$ cat config.mk
export PLATFORM = sky130hd
export DESIGN_NAME = match_top
export DESIGN_NICKNAME = d
export VERILOG_FILES = /design/src/match_pkg.sv /design/src/key_decoder.sv /design/src/match_engine.sv /design/src/match_top.sv /design/src/pixel_output.sv /design/src/start_conditioner.sv /design/src/tile_address.sv /design/src/vga_timing.sv
export VERILOG_INCLUDE_DIRS = /design/src
export SDC_FILE = /design/constraint.sdc
export NUM_CORES = 1
export LEC_CHECK = 0
export ABC_AREA = 1
export ABC_CLOCK_PERIOD_IN_PS = 6000
export CAP_MARGIN = 20
export CORE_UTILIZATION = 25
export CTS_BUF_LIST = sky130_fd_sc_hd__clkbuf_4 sky130_fd_sc_hd__clkbuf_8
export DETAILED_ROUTE_END_ITERATION = 8
export DONT_BUFFER_PORTS = 1
export GPL_TIMING_DRIVEN = 0
export SYNTH_ARGS = -nofsm -noshare
export SYNTH_HDL_FRONTEND = slang
export SYNTH_SLANG_ARGS = --single-unit
$ cat constraint.sdc
create_clock -name clk -period 6 [get_ports clk]
set_input_delay 1.2 -clock clk [delete_from_list [all_inputs] [get_ports clk]]
set_output_delay 1.2 -clock clk [all_outputs]
set_load 0.05 [all_outputs]
$ cat src/match_cfg.svh
`ifndef MATCH_CFG_SVH
`define MATCH_CFG_SVH

// 640x480 at one pixel per clock
`define H_ACTIVE 640
`define H_FRONT 16
`define H_SYNC 96
`define H_BACK 48
`define H_TOTAL 800

`define V_ACTIVE 480
`define V_FRONT 10
`define V_SYNC 2
`define V_BACK 33
`define V_TOTAL 525

// Tile size is in half-resolution coordinates
`define TILE_W 80
`define TILE_H 60
`define GRID_DIM 4
`define NUM_TILES 16
`define NUM_IMAGES 8

`define KEY_ENTER 9'h05A
`define KEY_SHIFT 9'h012

// Row by row: 1 2 3 4, Q W E R, A S D F, Z X C V
`define KEY_T0 9'h016
`define KEY_T1 9'h01E
`define KEY_T2 9'h026
`define KEY_T3 9'h025
`define KEY_T4 9'h015
`define KEY_T5 9'h01D
`define KEY_T6 9'h024
`define KEY_T7 9'h02D
`define KEY_T8 9'h01C
`define KEY_T9 9'h01B
`define KEY_T10 9'h023
`define KEY_T11 9'h02B
`define KEY_T12 9'h01A
`define KEY_T13 9'h022
`define KEY_T14 9'h021
`define KEY_T15 9'h02A

`define DEBOUNCE_LEN 7

`endif

$ cat src/match_pkg.sv
`include "match_cfg.svh"

package match_pkg;

    typedef logic [8:0] scan_code_t;
    typedef logic [$clog2(`NUM_TILES)-1:0] tile_idx_t;
    typedef logic [$clog2(`NUM_IMAGES)-1:0] img_id_t;
    typedef logic [$clog2(`TILE_W * `TILE_H)-1:0] pix_addr_t;
    typedef logic [11:0] rgb_t;
    typedef logic [$clog2(`H_TOTAL)-1:0] screen_t;

    typedef enum logic [1:0] {
        INIT,
        SHOW,
        GAME,
        FINISH
    } game_phase_t;

    typedef enum logic [1:0] {
        CLOSED,
        OPENED,
        MATCHED
    } tile_status_t;

endpackage

$ cat src/key_decoder.sv
`timescale 1ns/1ps
`include "match_cfg.svh"

module key_decoder import match_pkg::*; (
    input  logic       clk,
    input  logic       rst,
    input  logic       key_valid_i,
    input  scan_code_t key_code_i,
    output logic       tile_hit_o,
    output tile_idx_t  tile_o,
    output logic       shift_hit_o,
    output logic       enter_hit_o
);

    localparam scan_code_t TILE_KEYS [`NUM_TILES] = '{
        `KEY_T0, `KEY_T1, `KEY_T2, `KEY_T3,
        `KEY_T4, `KEY_T5, `KEY_T6, `KEY_T7,
        `KEY_T8, `KEY_T9, `KEY_T10, `KEY_T11,
        `KEY_T12, `KEY_T13, `KEY_T14, `KEY_T15
    };

    logic      tile_match;
    tile_idx_t tile_num;

    always_comb begin
        tile_match = 1'b0;
        tile_num   = '0;
        for (int i = 0; i < `NUM_TILES; i++) begin
            if (key_code_i == TILE_KEYS[i]) begin
                tile_match = 1'b1;
                tile_num   = tile_idx_t'(i);
            end
        end
    end

    always_ff @(posedge clk or posedge rst) begin
        if (rst) begin
            tile_hit_o  <= 1'b0;
            shift_hit_o <= 1'b0;
            enter_hit_o <= 1'b0;
        end else begin
            tile_hit_o  <= key_valid_i && tile_match;
            shift_hit_o <= key_valid_i && (key_code_i == `KEY_SHIFT);
            enter_hit_o <= key_valid_i && (key_code_i == `KEY_ENTER);
        end
    end

    always_ff @(posedge clk) begin
        if (key_valid_i) begin
            tile_o <= tile_num;
        end
    end

    a_one_cmd: assert property (@(posedge clk) disable iff (rst)
        $onehot0({tile_hit_o, shift_hit_o, enter_hit_o}));

endmodule

$ cat src/match_engine.sv
`timescale 1ns/1ps
`include "match_cfg.svh"

module match_engine import match_pkg::*; (
    input  logic                  clk,
    input  logic                  rst,
    input  logic                  start_pulse_i,
    input  logic                  hint_i,
    input  logic                  tile_hit_i,
    input  tile_idx_t             tile_i,
    input  logic                  shift_hit_i,
    input  logic                  enter_hit_i,
    output logic [`NUM_TILES-1:0] tile_flip_o,
    output logic [`NUM_TILES-1:0] tile_shown_o,
    output game_phase_t           phase_o,
    output logic                  pass_o
);

    // Tiles 0, 2 and 3 start upside down
    localparam logic [`NUM_TILES-1:0] INIT_FLIP = `NUM_TILES'(16'h000D);
    localparam int WIN_W = $clog2(`NUM_IMAGES + 1);

    game_phase_t  phase_nxt;
    tile_status_t status_q [`NUM_TILES];
    logic [WIN_W-1:0] win_q;
    logic [WIN_W-1:0] win_nxt;
    tile_idx_t    last_q;
    logic         last_vld_q;
    tile_idx_t    partner;
    logic         key_en;
    logic         new_tile;
    logic         pair_ok;

    assign partner  = tile_idx_t'(tile_i + `NUM_IMAGES);
    assign key_en   = (phase_o == GAME) && !hint_i;
    assign new_tile = key_en && tile_hit_i && !(last_vld_q && tile_i == last_q);
    assign pair_ok  = new_tile && last_vld_q && (last_q == partner)
                      && (status_q[tile_i] != MATCHED) && (status_q[last_q] != MATCHED)
                      && (tile_flip_o[tile_i] == tile_flip_o[last_q]);
    assign win_nxt  = win_q + WIN_W'(pair_ok);

    always_comb begin
        phase_nxt = phase_o;
        case (phase_o)
            INIT:   if (start_pulse_i) phase_nxt = SHOW;
            SHOW:   if (start_pulse_i) phase_nxt = GAME;
            GAME:   if (win_nxt == WIN_W'(`NUM_IMAGES)) phase_nxt = FINISH;
            FINISH: if (start_pulse_i) phase_nxt = INIT;
            default: phase_nxt = INIT;
        endcase
    end

    always_ff @(posedge clk or posedge rst) begin
        if (rst) begin
            phase_o     <= INIT;
            pass_o      <= 1'b0;
            tile_flip_o <= INIT_FLIP;
            win_q       <= '0;
            last_q      <= '0;
            last_vld_q  <= 1'b0;
            for (int i = 0; i < `NUM_TILES; i++) status_q[i] <= CLOSED;
        end else begin
            phase_o <= phase_nxt;
            if (phase_nxt == FINISH) begin
                pass_o <= 1'b1;
            end else if (phase_nxt == INIT) begin
                pass_o <= 1'b0;
            end

            if (phase_o == INIT || phase_o == SHOW) begin
                tile_flip_o <= INIT_FLIP;
                win_q       <= '0;
                last_vld_q  <= 1'b0;
                for (int i = 0; i < `NUM_TILES; i++) status_q[i] <= CLOSED;
            end else begin
                win_q <= win_nxt;
                if (new_tile) begin
                    if (status_q[tile_i] == CLOSED) status_q[tile_i] <= OPENED;
                    if (pair_ok) begin
                        status_q[tile_i] <= MATCHED;
                        status_q[last_q] <= MATCHED;
                    end
                    last_q     <= tile_i;
                    last_vld_q <= 1'b1;
                end else if (key_en && shift_hit_i && last_vld_q) begin
                    tile_flip_o[last_q] <= ~tile_flip_o[last_q];
                end else if (key_en && enter_hit_i) begin
                    // Unmatched tiles turn back over
                    for (int i = 0; i < `NUM_TILES; i++) begin
                        if (status_q[i] == OPENED) status_q[i] <= CLOSED;
                    end
                    last_vld_q <= 1'b0;
                end
            end
        end
    end

    always_comb begin
        for (int i = 0; i < `NUM_TILES; i++) begin
            case (phase_o)
                INIT:    tile_shown_o[i] = 1'b0;
                GAME:    tile_shown_o[i] = hint_i || (status_q[i] != CLOSED);
                default: tile_shown_o[i] = 1'b1;
            endcase
        end
    end

    a_win_bound: assert property (@(posedge clk) disable iff (rst)
        win_q <= WIN_W'(`NUM_IMAGES));

endmodule

$ cat src/match_top.sv
`timescale 1ns/1ps
`include "match_cfg.svh"

module match_top import match_pkg::*; (
    input  logic        clk,
    input  logic        rst,
    input  logic        start_i,
    input  logic        hint_i,
    input  logic        key_valid_i,
    input  scan_code_t  key_code_i,
    input  rgb_t        img_data_i,
    output img_id_t     img_id_o,
    output pix_addr_t   img_addr_o,
    output rgb_t        rgb_o,
    output logic        hsync_o,
    output logic        vsync_o,
    output logic        pass_o,
    output game_phase_t phase_o
);

    logic                  start_pulse;
    logic                  tile_hit;
    tile_idx_t             tile;
    logic                  shift_hit;
    logic                  enter_hit;
    logic [`NUM_TILES-1:0] tile_flip;
    logic [`NUM_TILES-1:0] tile_shown;
    screen_t               hcount;
    screen_t               vcount;
    logic                  vga_active;
    logic                  vga_hsync;
    logic                  vga_vsync;
    tile_idx_t             addr_tile;
    logic                  addr_active;
    logic                  addr_hsync;
    logic                  addr_vsync;

    start_conditioner start_i0 (
        .clk(clk), .rst(rst), .btn_i(start_i), .pulse_o(start_pulse)
    );

    key_decoder keys_i0 (
        .clk(clk), .rst(rst), .key_valid_i(key_valid_i), .key_code_i(key_code_i),
        .tile_hit_o(tile_hit), .tile_o(tile), .shift_hit_o(shift_hit),
        .enter_hit_o(enter_hit)
    );

    match_engine engine_i0 (
        .clk(clk), .rst(rst), .start_pulse_i(start_pulse), .hint_i(hint_i),
        .tile_hit_i(tile_hit), .tile_i(tile), .shift_hit_i(shift_hit),
        .enter_hit_i(enter_hit), .tile_flip_o(tile_flip), .tile_shown_o(tile_shown),
        .phase_o(phase_o), .pass_o(pass_o)
    );

    vga_timing timing_i0 (
        .clk(clk), .rst(rst), .hcount_o(hcount), .vcount_o(vcount),
        .active_o(vga_active), .hsync_o(vga_hsync), .vsync_o(vga_vsync)
    );

    tile_address addr_i0 (
        .clk(clk), .rst(rst), .hcount_i(hcount), .vcount_i(vcount),
        .active_i(vga_active), .hsync_i(vga_hsync), .vsync_i(vga_vsync),
        .tile_flip_i(tile_flip), .img_id_o(img_id_o), .img_addr_o(img_addr_o),
        .tile_o(addr_tile), .active_o(addr_active), .hsync_o(addr_hsync),
        .vsync_o(addr_vsync)
    );

    pixel_output pixel_i0 (
        .clk(clk), .rst(rst), .img_data_i(img_data_i), .tile_shown_i(tile_shown),
        .tile_i(addr_tile), .active_i(addr_active), .hsync_i(addr_hsync),
        .vsync_i(addr_vsync), .rgb_o(rgb_o), .hsync_o(hsync_o), .vsync_o(vsync_o)
    );

endmodule

$ cat src/pixel_output.sv
`timescale 1ns/1ps
`include "match_cfg.svh"

module pixel_output import match_pkg::*; (
    input  logic                  clk,
    input  logic                  rst,
    input  rgb_t                  img_data_i,
    input  logic [`NUM_TILES-1:0] tile_shown_i,
    input  tile_idx_t             tile_i,
    input  logic                  active_i,
    input  logic                  hsync_i,
    input  logic                  vsync_i,
    output rgb_t                  rgb_o,
    output logic                  hsync_o,
    output logic                  vsync_o
);

    tile_idx_t tile_q;
    logic      active_q;
    logic      hsync_q;
    logic      vsync_q;

    // Wait out the image read
    always_ff @(posedge clk) begin
        tile_q <= tile_i;
    end

    always_ff @(posedge clk or posedge rst) begin
        if (rst) begin
            active_q <= 1'b0;
            hsync_q  <= 1'b1;
            vsync_q  <= 1'b1;
            rgb_o    <= '0;
            hsync_o  <= 1'b1;
            vsync_o  <= 1'b1;
        end else begin
            active_q <= active_i;
            hsync_q  <= hsync_i;
            vsync_q  <= vsync_i;
            rgb_o    <= (active_q && tile_shown_i[tile_q]) ? img_data_i : '0;
            hsync_o  <= hsync_q;
            vsync_o  <= vsync_q;
        end
    end

endmodule

$ cat src/start_conditioner.sv
`timescale 1ns/1ps
`include "match_cfg.svh"

module start_conditioner (
    input  logic clk,
    input  logic rst,
    input  logic btn_i,
    output logic pulse_o
);

    logic [`DEBOUNCE_LEN-1:0] history;
    logic                     level;
    logic                     level_d;

    // Pressed only after a full run of high samples
    assign level = &history;

    always_ff @(posedge clk or posedge rst) begin
        if (rst) begin
            history <= '0;
            level_d <= 1'b0;
            pulse_o <= 1'b0;
        end else begin
            history <= {history[`DEBOUNCE_LEN-2:0], btn_i};
            level_d <= level;
            pulse_o <= level & ~level_d;
        end
    end

    a_single_pulse: assert property (@(posedge clk) disable iff (rst) pulse_o |=> !pulse_o);

endmodule

$ cat src/tile_address.sv
`timescale 1ns/1ps
`include "match_cfg.svh"

module tile_address import match_pkg::*; (
    input  logic                  clk,
    input  logic                  rst,
    input  screen_t               hcount_i,
    input  screen_t               vcount_i,
    input  logic                  active_i,
    input  logic                  hsync_i,
    input  logic                  vsync_i,
    input  logic [`NUM_TILES-1:0] tile_flip_i,
    output img_id_t               img_id_o,
    output pix_addr_t             img_addr_o,
    output tile_idx_t             tile_o,
    output logic                  active_o,
    output logic                  hsync_o,
    output logic                  vsync_o
);

    localparam int GRID_W = $clog2(`GRID_DIM);
    localparam int LX_W   = $clog2(`TILE_W);
    localparam int LY_W   = $clog2(`TILE_H);

    screen_t           x;
    screen_t           y;
    logic [GRID_W-1:0] col;
    logic [GRID_W-1:0] row;
    tile_idx_t         tile;
    logic [LX_W-1:0]   lx;
    logic [LY_W-1:0]   ly_raw;
    logic [LY_W-1:0]   ly;

    // Each image pixel covers a 2x2 screen block
    assign x      = hcount_i >> 1;
    assign y      = vcount_i >> 1;
    assign col    = GRID_W'(x / `TILE_W);
    assign row    = GRID_W'(y / `TILE_H);
    assign tile   = tile_idx_t'(row * `GRID_DIM + col);
    assign lx     = LX_W'(x % `TILE_W);
    assign ly_raw = LY_W'(y % `TILE_H);
    assign ly     = tile_flip_i[tile] ? LY_W'(`TILE_H - 1) - ly_raw : ly_raw;

    always_ff @(posedge clk or posedge rst) begin
        if (rst) begin
            active_o <= 1'b0;
            hsync_o  <= 1'b1;
            vsync_o  <= 1'b1;
        end else begin
            active_o <= active_i;
            hsync_o  <= hsync_i;
            vsync_o  <= vsync_i;
        end
    end

    always_ff @(posedge clk) begin
        tile_o     <= tile;
        img_id_o   <= img_id_t'(tile % `NUM_IMAGES);
        img_addr_o <= pix_addr_t'(lx) + pix_addr_t'(ly) * pix_addr_t'(`TILE_W);
    end

endmodule

$ cat src/vga_timing.sv
`timescale 1ns/1ps
`include "match_cfg.svh"

module vga_timing import match_pkg::*; (
    input  logic    clk,
    input  logic    rst,
    output screen_t hcount_o,
    output screen_t vcount_o,
    output logic    active_o,
    output logic    hsync_o,
    output logic    vsync_o
);

    localparam screen_t HS_START = screen_t'(`H_ACTIVE + `H_FRONT);
    localparam screen_t HS_END   = screen_t'(`H_ACTIVE + `H_FRONT + `H_SYNC);
    localparam screen_t VS_START = screen_t'(`V_ACTIVE + `V_FRONT);
    localparam screen_t VS_END   = screen_t'(`V_ACTIVE + `V_FRONT + `V_SYNC);

    screen_t h_nxt;
    screen_t v_nxt;

    always_comb begin
        h_nxt = (hcount_o == screen_t'(`H_TOTAL - 1)) ? '0 : hcount_o + 1'b1;
        v_nxt = vcount_o;
        if (hcount_o == screen_t'(`H_TOTAL - 1)) begin
            v_nxt = (vcount_o == screen_t'(`V_TOTAL - 1)) ? '0 : vcount_o + 1'b1;
        end
    end

    // Park on the last position so the first pixel after reset is (0, 0)
    always_ff @(posedge clk or posedge rst) begin
        if (rst) begin
            hcount_o <= screen_t'(`H_TOTAL - 1);
            vcount_o <= screen_t'(`V_TOTAL - 1);
            active_o <= 1'b0;
            hsync_o  <= 1'b1;
            vsync_o  <= 1'b1;
        end else begin
            hcount_o <= h_nxt;
            vcount_o <= v_nxt;
            active_o <= (h_nxt < screen_t'(`H_ACTIVE)) && (v_nxt < screen_t'(`V_ACTIVE));
            hsync_o  <= !(h_nxt >= HS_START && h_nxt < HS_END);
            vsync_o  <= !(v_nxt >= VS_START && v_nxt < VS_END);
        end
    end

endmodule
==> flow_summary_export.csv, run 1 <==
group,metric,value,unit
status,status,"finished clean",
grt,grt_usage,0.143,
yosys,synth.lib_cells_used.distinct,48,
clock_tree,clk_pin_slew_worst_paths,0.09,ns
critical_path,cp_max_fo,10,
power,internal-power,1.42,mW
yosys,synth_ff_type,"dfrtp_1",
critical_path,crit_path_cell_trace,"inv_1, nor3_1, nand2_1, nor2_1, nand3_1, a21oi_1, nand2_1, inv_1, buf_2, ha_1, ha_1, xnor2_1, inv_1, nor4_1, o21ai_0, o22ai_1, ha_1, mux2_2",
finish,stdcell_count,1524,
power,switching_share,0.377,
sta,worst_slew_pin_slew,0.930,ns
die,start_util,0.256,
power,pwr-share-clk,0.325,
clock_tree,cts.sinks,140,
routing,drt_pass1_iterations,6,
critical_path,worst-path-buf-inv,4,
sta,slew_headroom,0.376,
power,ir_drop,0.288,mV
clock_tree,postCtsHoldBufs,0,
die,fp.dieW,182,um
critical_path,rr_startpoint,"engine_i0.phase_o[1]$_DFF_PP0_",
routing,ant_nets,0,
placement,dpl.cell_count,1492,
routing,vias,7341,
worst_hold_path,hold_end,"pixel_i0.tile_q[3]$_DFF_P_",
clock_tree,cts_max_level,4,
critical_path,worst-setup-path-type,"reg2reg",
finish,layout.nets,1124,
flow_run,cap_violations,0,
clock_tree,clkLatencyLatePin,0.47,ns
clock_tree,cts_root_buffer,"clkbuf_8",
finish,syn_to_final_growth,11.7,%
clock_tree,cts_tree,"built",
critical_path,slowest_stage,"nor3_1",
clock_tree,cts_made_buffers,17,
finish,n_fill_cell,3446,
finish,layout-drive-gt1-share,0.0946,
routing,drt_iter0_drc,587,
worst_hold_path,holdPathStages,0,
placement,gp_congestion,0.958,
yosys,ys_seq_area_frac,0.423,
power,power.leakage,3.94,nW
sta,clock_skew,0.0212,ns
critical_path,end_kind,"register",
routing,totalWireLength,23.3,mm
sta,fin_hold_ws,0.341,ns
yosys,avgSynthCellArea,7.71,um2
sta,final.min_clock_period,4.89,ns
grt,grt_pass1_wl,37.1,mm
routing,wl_per_cell,15.3,um
sta,finalHoldViolCount,0,
clock_tree,clockBufferDepth,2,
routing,drc,0,
critical_path,ff2ff_path_depth,18,
yosys,synth_nets,1104,
critical_path,worstPathArrival,5.24,ns
finish,n_antenna_cell,0,
yosys,async_reset_ff_frac,0.821,
finish,final_common_cell,"inv_1",
worst_hold_path,hold_path_class,"reg2reg",
yosys,synth_seq_cells,140,
finish,final_cell_mix,"inv_1, nand2_1, nor2_1",
sta,setup-violations-final,0,
routing,via_per_inst,4.82,
grt,antenna_found_initial,0,
sta,rsz0062_at_grt,"false",
critical_path,start_kind,"register",
clock_tree,cts_setup_buffers,0,
yosys,ys_warn_count,0,
die,core_area,31800,um2
sta,tns,0,ns
sta,fin_crit_sh,0.814,
yosys,synth_edf_count,4,
yosys,synthCells,1056,
yosys,synthesis.area,8140,um2
power,power.density,252,nW/um2
power,combPwrFrac,0.147,
die,io_pins,59,
grt,overflow,0,
critical_path,worst_r2r_endpoint,"engine_i0.pass_o$_DFFE_PP0P_",
critical_path,cp_top_family,"simple AND/OR/NAND/NOR gates",
sta,fmax,205,MHz
placement,portBuffers,0,
die,die_area,33300,um2
power,power_frac_seq,0.529,
grt,grt_max_degree,80,
placement,dp_hpwl,17.4,mm
clock_tree,cts_resized,0,
die,dieHeight,182,um
power,p_sw,0.862,mW
grt,grt_pass1_vias,7130,
critical_path,critPathRequiredTime,6.35,ns
critical_path,critPathMaxStageDelay,0.80,ns
critical_path,r2r_slack,1.11,ns
die,rows,65,
sta,finalMaxSlewViolations,0,
finish,post-route-util,0.286,
worst_hold_path,hold_start,"addr_i0.tile_o[3]$_DFF_P_",
## Yosys cell counts (7+ instances only)
master | n | area, um2
nor2_1 | 115 | 432
clkbuf_1 | 22 | 82.6
a22oi_1 | 8 | 60.1
o22ai_1 | 34 | 213
nor3_1 | 25 | 125
o221ai_1 | 9 | 78.8
o21ai_0 | 76 | 380
nand3_1 | 57 | 285
ha_1 | 20 | 250
nand2_1 | 141 | 529
xor2_1 | 14 | 123
nand2_2 | 9 | 56.3
dfstp_2 | 21 | 552
inv_1 | 171 | 642
dfrtp_1 | 94 | 2350
xnor2_1 | 8 | 70.1
a21oi_1 | 92 | 460
nand4_1 | 21 | 131
o31ai_1 | 10 | 75.1
o311ai_0 | 11 | 96.3
dfxtp_1 | 21 | 420
a31oi_1 | 7 | 43.8
## worst max-delay path by stage
stage                                     from                               to  slack (ns)  cells after the start
3_3_place_gp                               rst  engine_i0.last_q[0]$_DFFE_PP0P_        0.40                      1
3_5_place_dp                            hint_i     engine_i0.pass_o$_DFFE_PP0P_        1.06                     17
4_1_cts        timing_i0.vcount_o[6]$_DFF_PP0_   addr_i0.img_addr_o[12]$_DFF_P_        1.15                     28
6_report        engine_i0.phase_o[1]$_DFF_PP0_     engine_i0.pass_o$_DFFE_PP0P_        1.11                     18
5_1_grt        timing_i0.vcount_o[6]$_DFF_PP0_   addr_i0.img_addr_o[11]$_DFF_P_        0.65                     29
2_1_floorplan  timing_i0.vcount_o[6]$_DFF_PP0_   addr_i0.img_addr_o[11]$_DFF_P_        1.66                     28
## per-layer routing
metal / vias to the layer above / part of all wire / global-route usage
met1: 3492 / 0.45 / 0.185
met5: - / 0 / 0
li1: 3601 / - / -
met4: 0 / 0.022 / 0.0501
met3: 28 / 0.056 / 0.0303
met2: 220 / 0.47 / 0.234
## area by class of cell
cell class / instances / area (um2) / area share
Multi-Input combinational cell: 705 / 3870 / 0.426
Sequential cell: 140 / 3440 / 0.379
Inverter: 177 / 672 / 0.0739
Tap cell: 435 / 544 / 0.0599
Clock buffer: 18 / 248 / 0.0273
Buffer: 34 / 154 / 0.0169
Clock inverter: 14 / 126 / 0.0139
Timing Repair Buffer: 1 / 27.5 / 0.00303
## power by group through the flow
stage	registers [mW]	clock network, mW	logic [mW]
2_1_floorplan	1.22	0	0.250
3_3_place_gp	1.23	0	0.325
3_5_place_dp	1.23	0	0.333
4_1_cts	1.21	0.774	0.337
5_1_grt	1.22	0.818	0.379
6_report	1.21	0.742	0.335
## flip-flops by register name (all words and copies together) (netlist names), 7 cells and up
name	count
start_i0.history	7
timing_i0.vcount_o	10
timing_i0.hcount_o	10
pixel_i0.rgb_o	12
addr_i0.img_addr_o	13
engine_i0.status_q	32
engine_i0.tile_flip_o	16
## cells by family after synthesis
logic type               synth area share
AO/OA/AOI/OAI                       0.190
XOR/XNOR                           0.0237
adder cells (fa/ha/maj)            0.0357
buffers and inverters               0.101
flip-flops                          0.423
multiplexers                      0.00138
AND/OR/NAND/NOR                     0.225
## through the flow
stage          area [um2]  power, mW  setup WS [ns]
6_report             9090       2.29           1.11
5_1_grt              9090       2.41          0.653
4_1_cts              9090       2.32           1.15
3_5_place_dp         8720       1.56           1.06
3_3_place_gp         8680       1.56          0.399
2_1_floorplan        8140       1.47           1.66
## worst register-to-register path: cells and delay by family (launching register included)
kind            cells  cell delay (ns)
mux                 1             0.27
compound gates      3             0.46
xor+xnor            1             0.14
buf+inv             4             0.98
flops               1             0.69
simple gates        6             1.58
fa+ha+maj           3             0.64
(Power assumes the default switching activity.)
==> inputs of run 2 (changes only) <==
--- a/config.mk
+++ b/config.mk
@@ -7,7 +7,7 @@
 export NUM_CORES = 1
 export LEC_CHECK = 0
 export ABC_AREA = 1
-export ABC_CLOCK_PERIOD_IN_PS = 6000
+export ABC_CLOCK_PERIOD_IN_PS = 4500
 export CAP_MARGIN = 20
 export CORE_UTILIZATION = 25
 export CTS_BUF_LIST = sky130_fd_sc_hd__clkbuf_4 sky130_fd_sc_hd__clkbuf_8
==> constraint.sdc (replaced) <==
create_clock -name clk -period 4.5 [get_ports clk]
set_input_delay 0.9 -clock clk [delete_from_list [all_inputs] [get_ports clk]]
set_output_delay 0.9 -clock clk [all_outputs]
set_load 0.05 [all_outputs]
==> run 2 against run 1 <==
  * Sequential power is 33% higher
  * Cell area grew 5.3%
  * Routed wire length is 2.7% higher
  * Non-clock buffer count up 29
  * Count of clock-buffer cells in the layout is the same
  * Critical endpoint is now addr_i0.img_addr_o[11]$_DFF_P_
==> flow_summary_export.csv, run 2 (synthesis gave the netlist of run 1 again) <==
group,metric,value,unit
status,status,"finished clean",
clock_tree,cts_made_buffers,17,
grt,grt_pass1_wl,37.7,mm
die,start_util,0.256,
die,core_area,31800,um2
critical_path,worst-path-buf-inv,4,
finish,final_cell_mix,"inv_1, nand2_1, nor2_1",
critical_path,slowest_stage,"fa_2",
die,dieHeight,182,um
critical_path,worst-setup-path-type,"reg2reg",
grt,grt_usage,0.144,
grt,grt_max_degree,80,
clock_tree,clk_pin_slew_worst_paths,0.09,ns
routing,vias,7510,
sta,worst_slew_pin_slew,0.864,ns
routing,via_per_inst,4.84,
worst_hold_path,hold_path_class,"in2async",
power,ir_drop,0.410,mV
critical_path,end_kind,"register",
routing,drc,0,
sta,fin_hold_ws,0.274,ns
critical_path,critPathRequiredTime,4.91,ns
sta,fmax,227,MHz
sta,finalMaxSlewViolations,0,
sta,setup-violations-final,0,
flow_run,cap_violations,0,
power,power.total,3.11,mW
routing,wl_per_cell,15.4,um
finish,syn_to_final_growth,17.6,%
routing,drt_iter0_drc,578,
sta,rsz0062_at_grt,"true",
clock_tree,cts_tree,"built",
sta,fin_crit_sh,0.979,
routing,ant_nets,0,
finish,multi_input_area,4100,um2
placement,gp_congestion,0.958,
clock_tree,clkLatencyLatePin,0.47,ns
sta,finalHoldViolCount,0,
die,io_pins,59,
finish,largest-register,"engine_i0.status_q",
finish,n_fill_cell,3386,
clock_tree,cts.sinks,140,
routing,drt_pass1_iterations,7,
critical_path,cp_top_family,"simple AND/OR/NAND/NOR gates",
grt,antenna_found_initial,0,
finish,layout.nets,1153,
critical_path,start_kind,"register",
critical_path,ff2ff_path_depth,30,
critical_path,cp_max_fo,5,
clock_tree,clockBufferDepth,2,
sta,tns,0,ns
power,power.leakage,4.13,nW
grt,overflow,0,
die,fp.dieW,182,um
critical_path,path_depth,30,
placement,dp_hpwl,17.4,mm
clock_tree,cts_root_buffer,"clkbuf_8",
clock_tree,cts_max_level,4,
placement,portBuffers,0,
finish,largest_reg_flops,32,
power,power.density,326,nW/um2
routing,totalWireLength,24.0,mm
finish,final_common_cell,"inv_1",
finish,top_regs,"engine_i0.status_q (32), engine_i0.tile_flip_o (16), addr_i0.img_addr_o (13)",
finish,regArea,3450,um2
die,rows,65,
grt,grt_pass1_vias,7221,
critical_path,worstPathArrival,4.82,ns
sta,slew_headroom,0.417,
critical_path,critPathMaxStageDelay,0.60,ns
sta,clock_skew,0.0220,ns
finish,n_antenna_cell,0,
finish,layout-drive-gt1-share,0.150,
critical_path,cp_common_cell,"nor2_4",
sta,final.min_clock_period,4.40,ns
die,die_area,33300,um2
[run 2: layer usage]
layer,global-route usage,part of all wire
met3,0.0303,0.061
met4,0.0501,0.021
met1,0.186,0.44
met2,0.239,0.48
met5,0,0
[run 2: area by class of cell]
class / instances / share of cell area
Timing Repair Buffer: 30 / 0.0264
Sequential cell: 140 / 0.360
Buffer: 34 / 0.0180
Tap cell: 435 / 0.0569
Multi-Input combinational cell: 705 / 0.429
Clock buffer: 18 / 0.0259
Inverter: 177 / 0.0705
Clock inverter: 14 / 0.0132
[run 2: report_power, final]
group / internal (mW) / switching [mW]
Clock: 0.415 / 0.578
Sequential: 1.34 / 0.276
Combinational: 0.185 / 0.322
[run 2: metrics by stage]
| step | setup slack [ns] | cell area, um2 | util | cells |
|---|---|---|---|---|
| 2_1_floorplan | 0.159 | 8140 | - | 1056 |
| 3_3_place_gp | -0.801 | 8680 | 0.273 | 1491 |
| 3_5_place_dp | -0.305 | 8720 | 0.274 | 1492 |
| 4_1_cts | 0.00627 | 9220 | 0.290 | 1531 |
| 5_1_grt | -0.204 | 9570 | 0.301 | 1553 |
| 6_report | 0.0957 | 9570 | 0.301 | 1553 |
[run 2: worst paths after layout]
path,end,slack [ns],start
worst max-delay path,addr_i0.img_addr_o[11]$_DFF_P_,0.1,timing_i0.vcount_o[7]$_DFF_PP0_
worst min-delay path,pixel_i0.rgb_o[6]$_DFF_PP0_,0.27,rst
worst max register to register,addr_i0.img_addr_o[11]$_DFF_P_,0.1,timing_i0.vcount_o[7]$_DFF_PP0_
worst min register to register,pixel_i0.tile_q[3]$_DFF_P_,0.34,addr_i0.tile_o[3]$_DFF_P_
max in group asynchronous,engine_i0.tile_flip_o[0]$_DFFE_PP1P_,3.48,rst
min in group clk,pixel_i0.tile_q[3]$_DFF_P_,0.34,addr_i0.tile_o[3]$_DFF_P_
[run 2: worst reg2reg max path, delay by kind of cell (launching register included)]
family,cells,cell delay [ns]
simple gates,19,1.87
xor+xnor,1,0.13
flops,1,0.35
buf+inv,4,0.33
fa+ha+maj,5,1.48
compound gates,1,0.20
[run 2: what timing repair did]
| item | in CTS | in global routing |
|---|---|---|
| setup buffers | 7 | 22 |
| hold buffers | 0 | 0 |
| resized for setup | 19 | 43 |
| endpoints found under the setup margin | 5 | 6 |
| gates cloned | 0 | 0 |
| pin swaps | 14 | 28 |
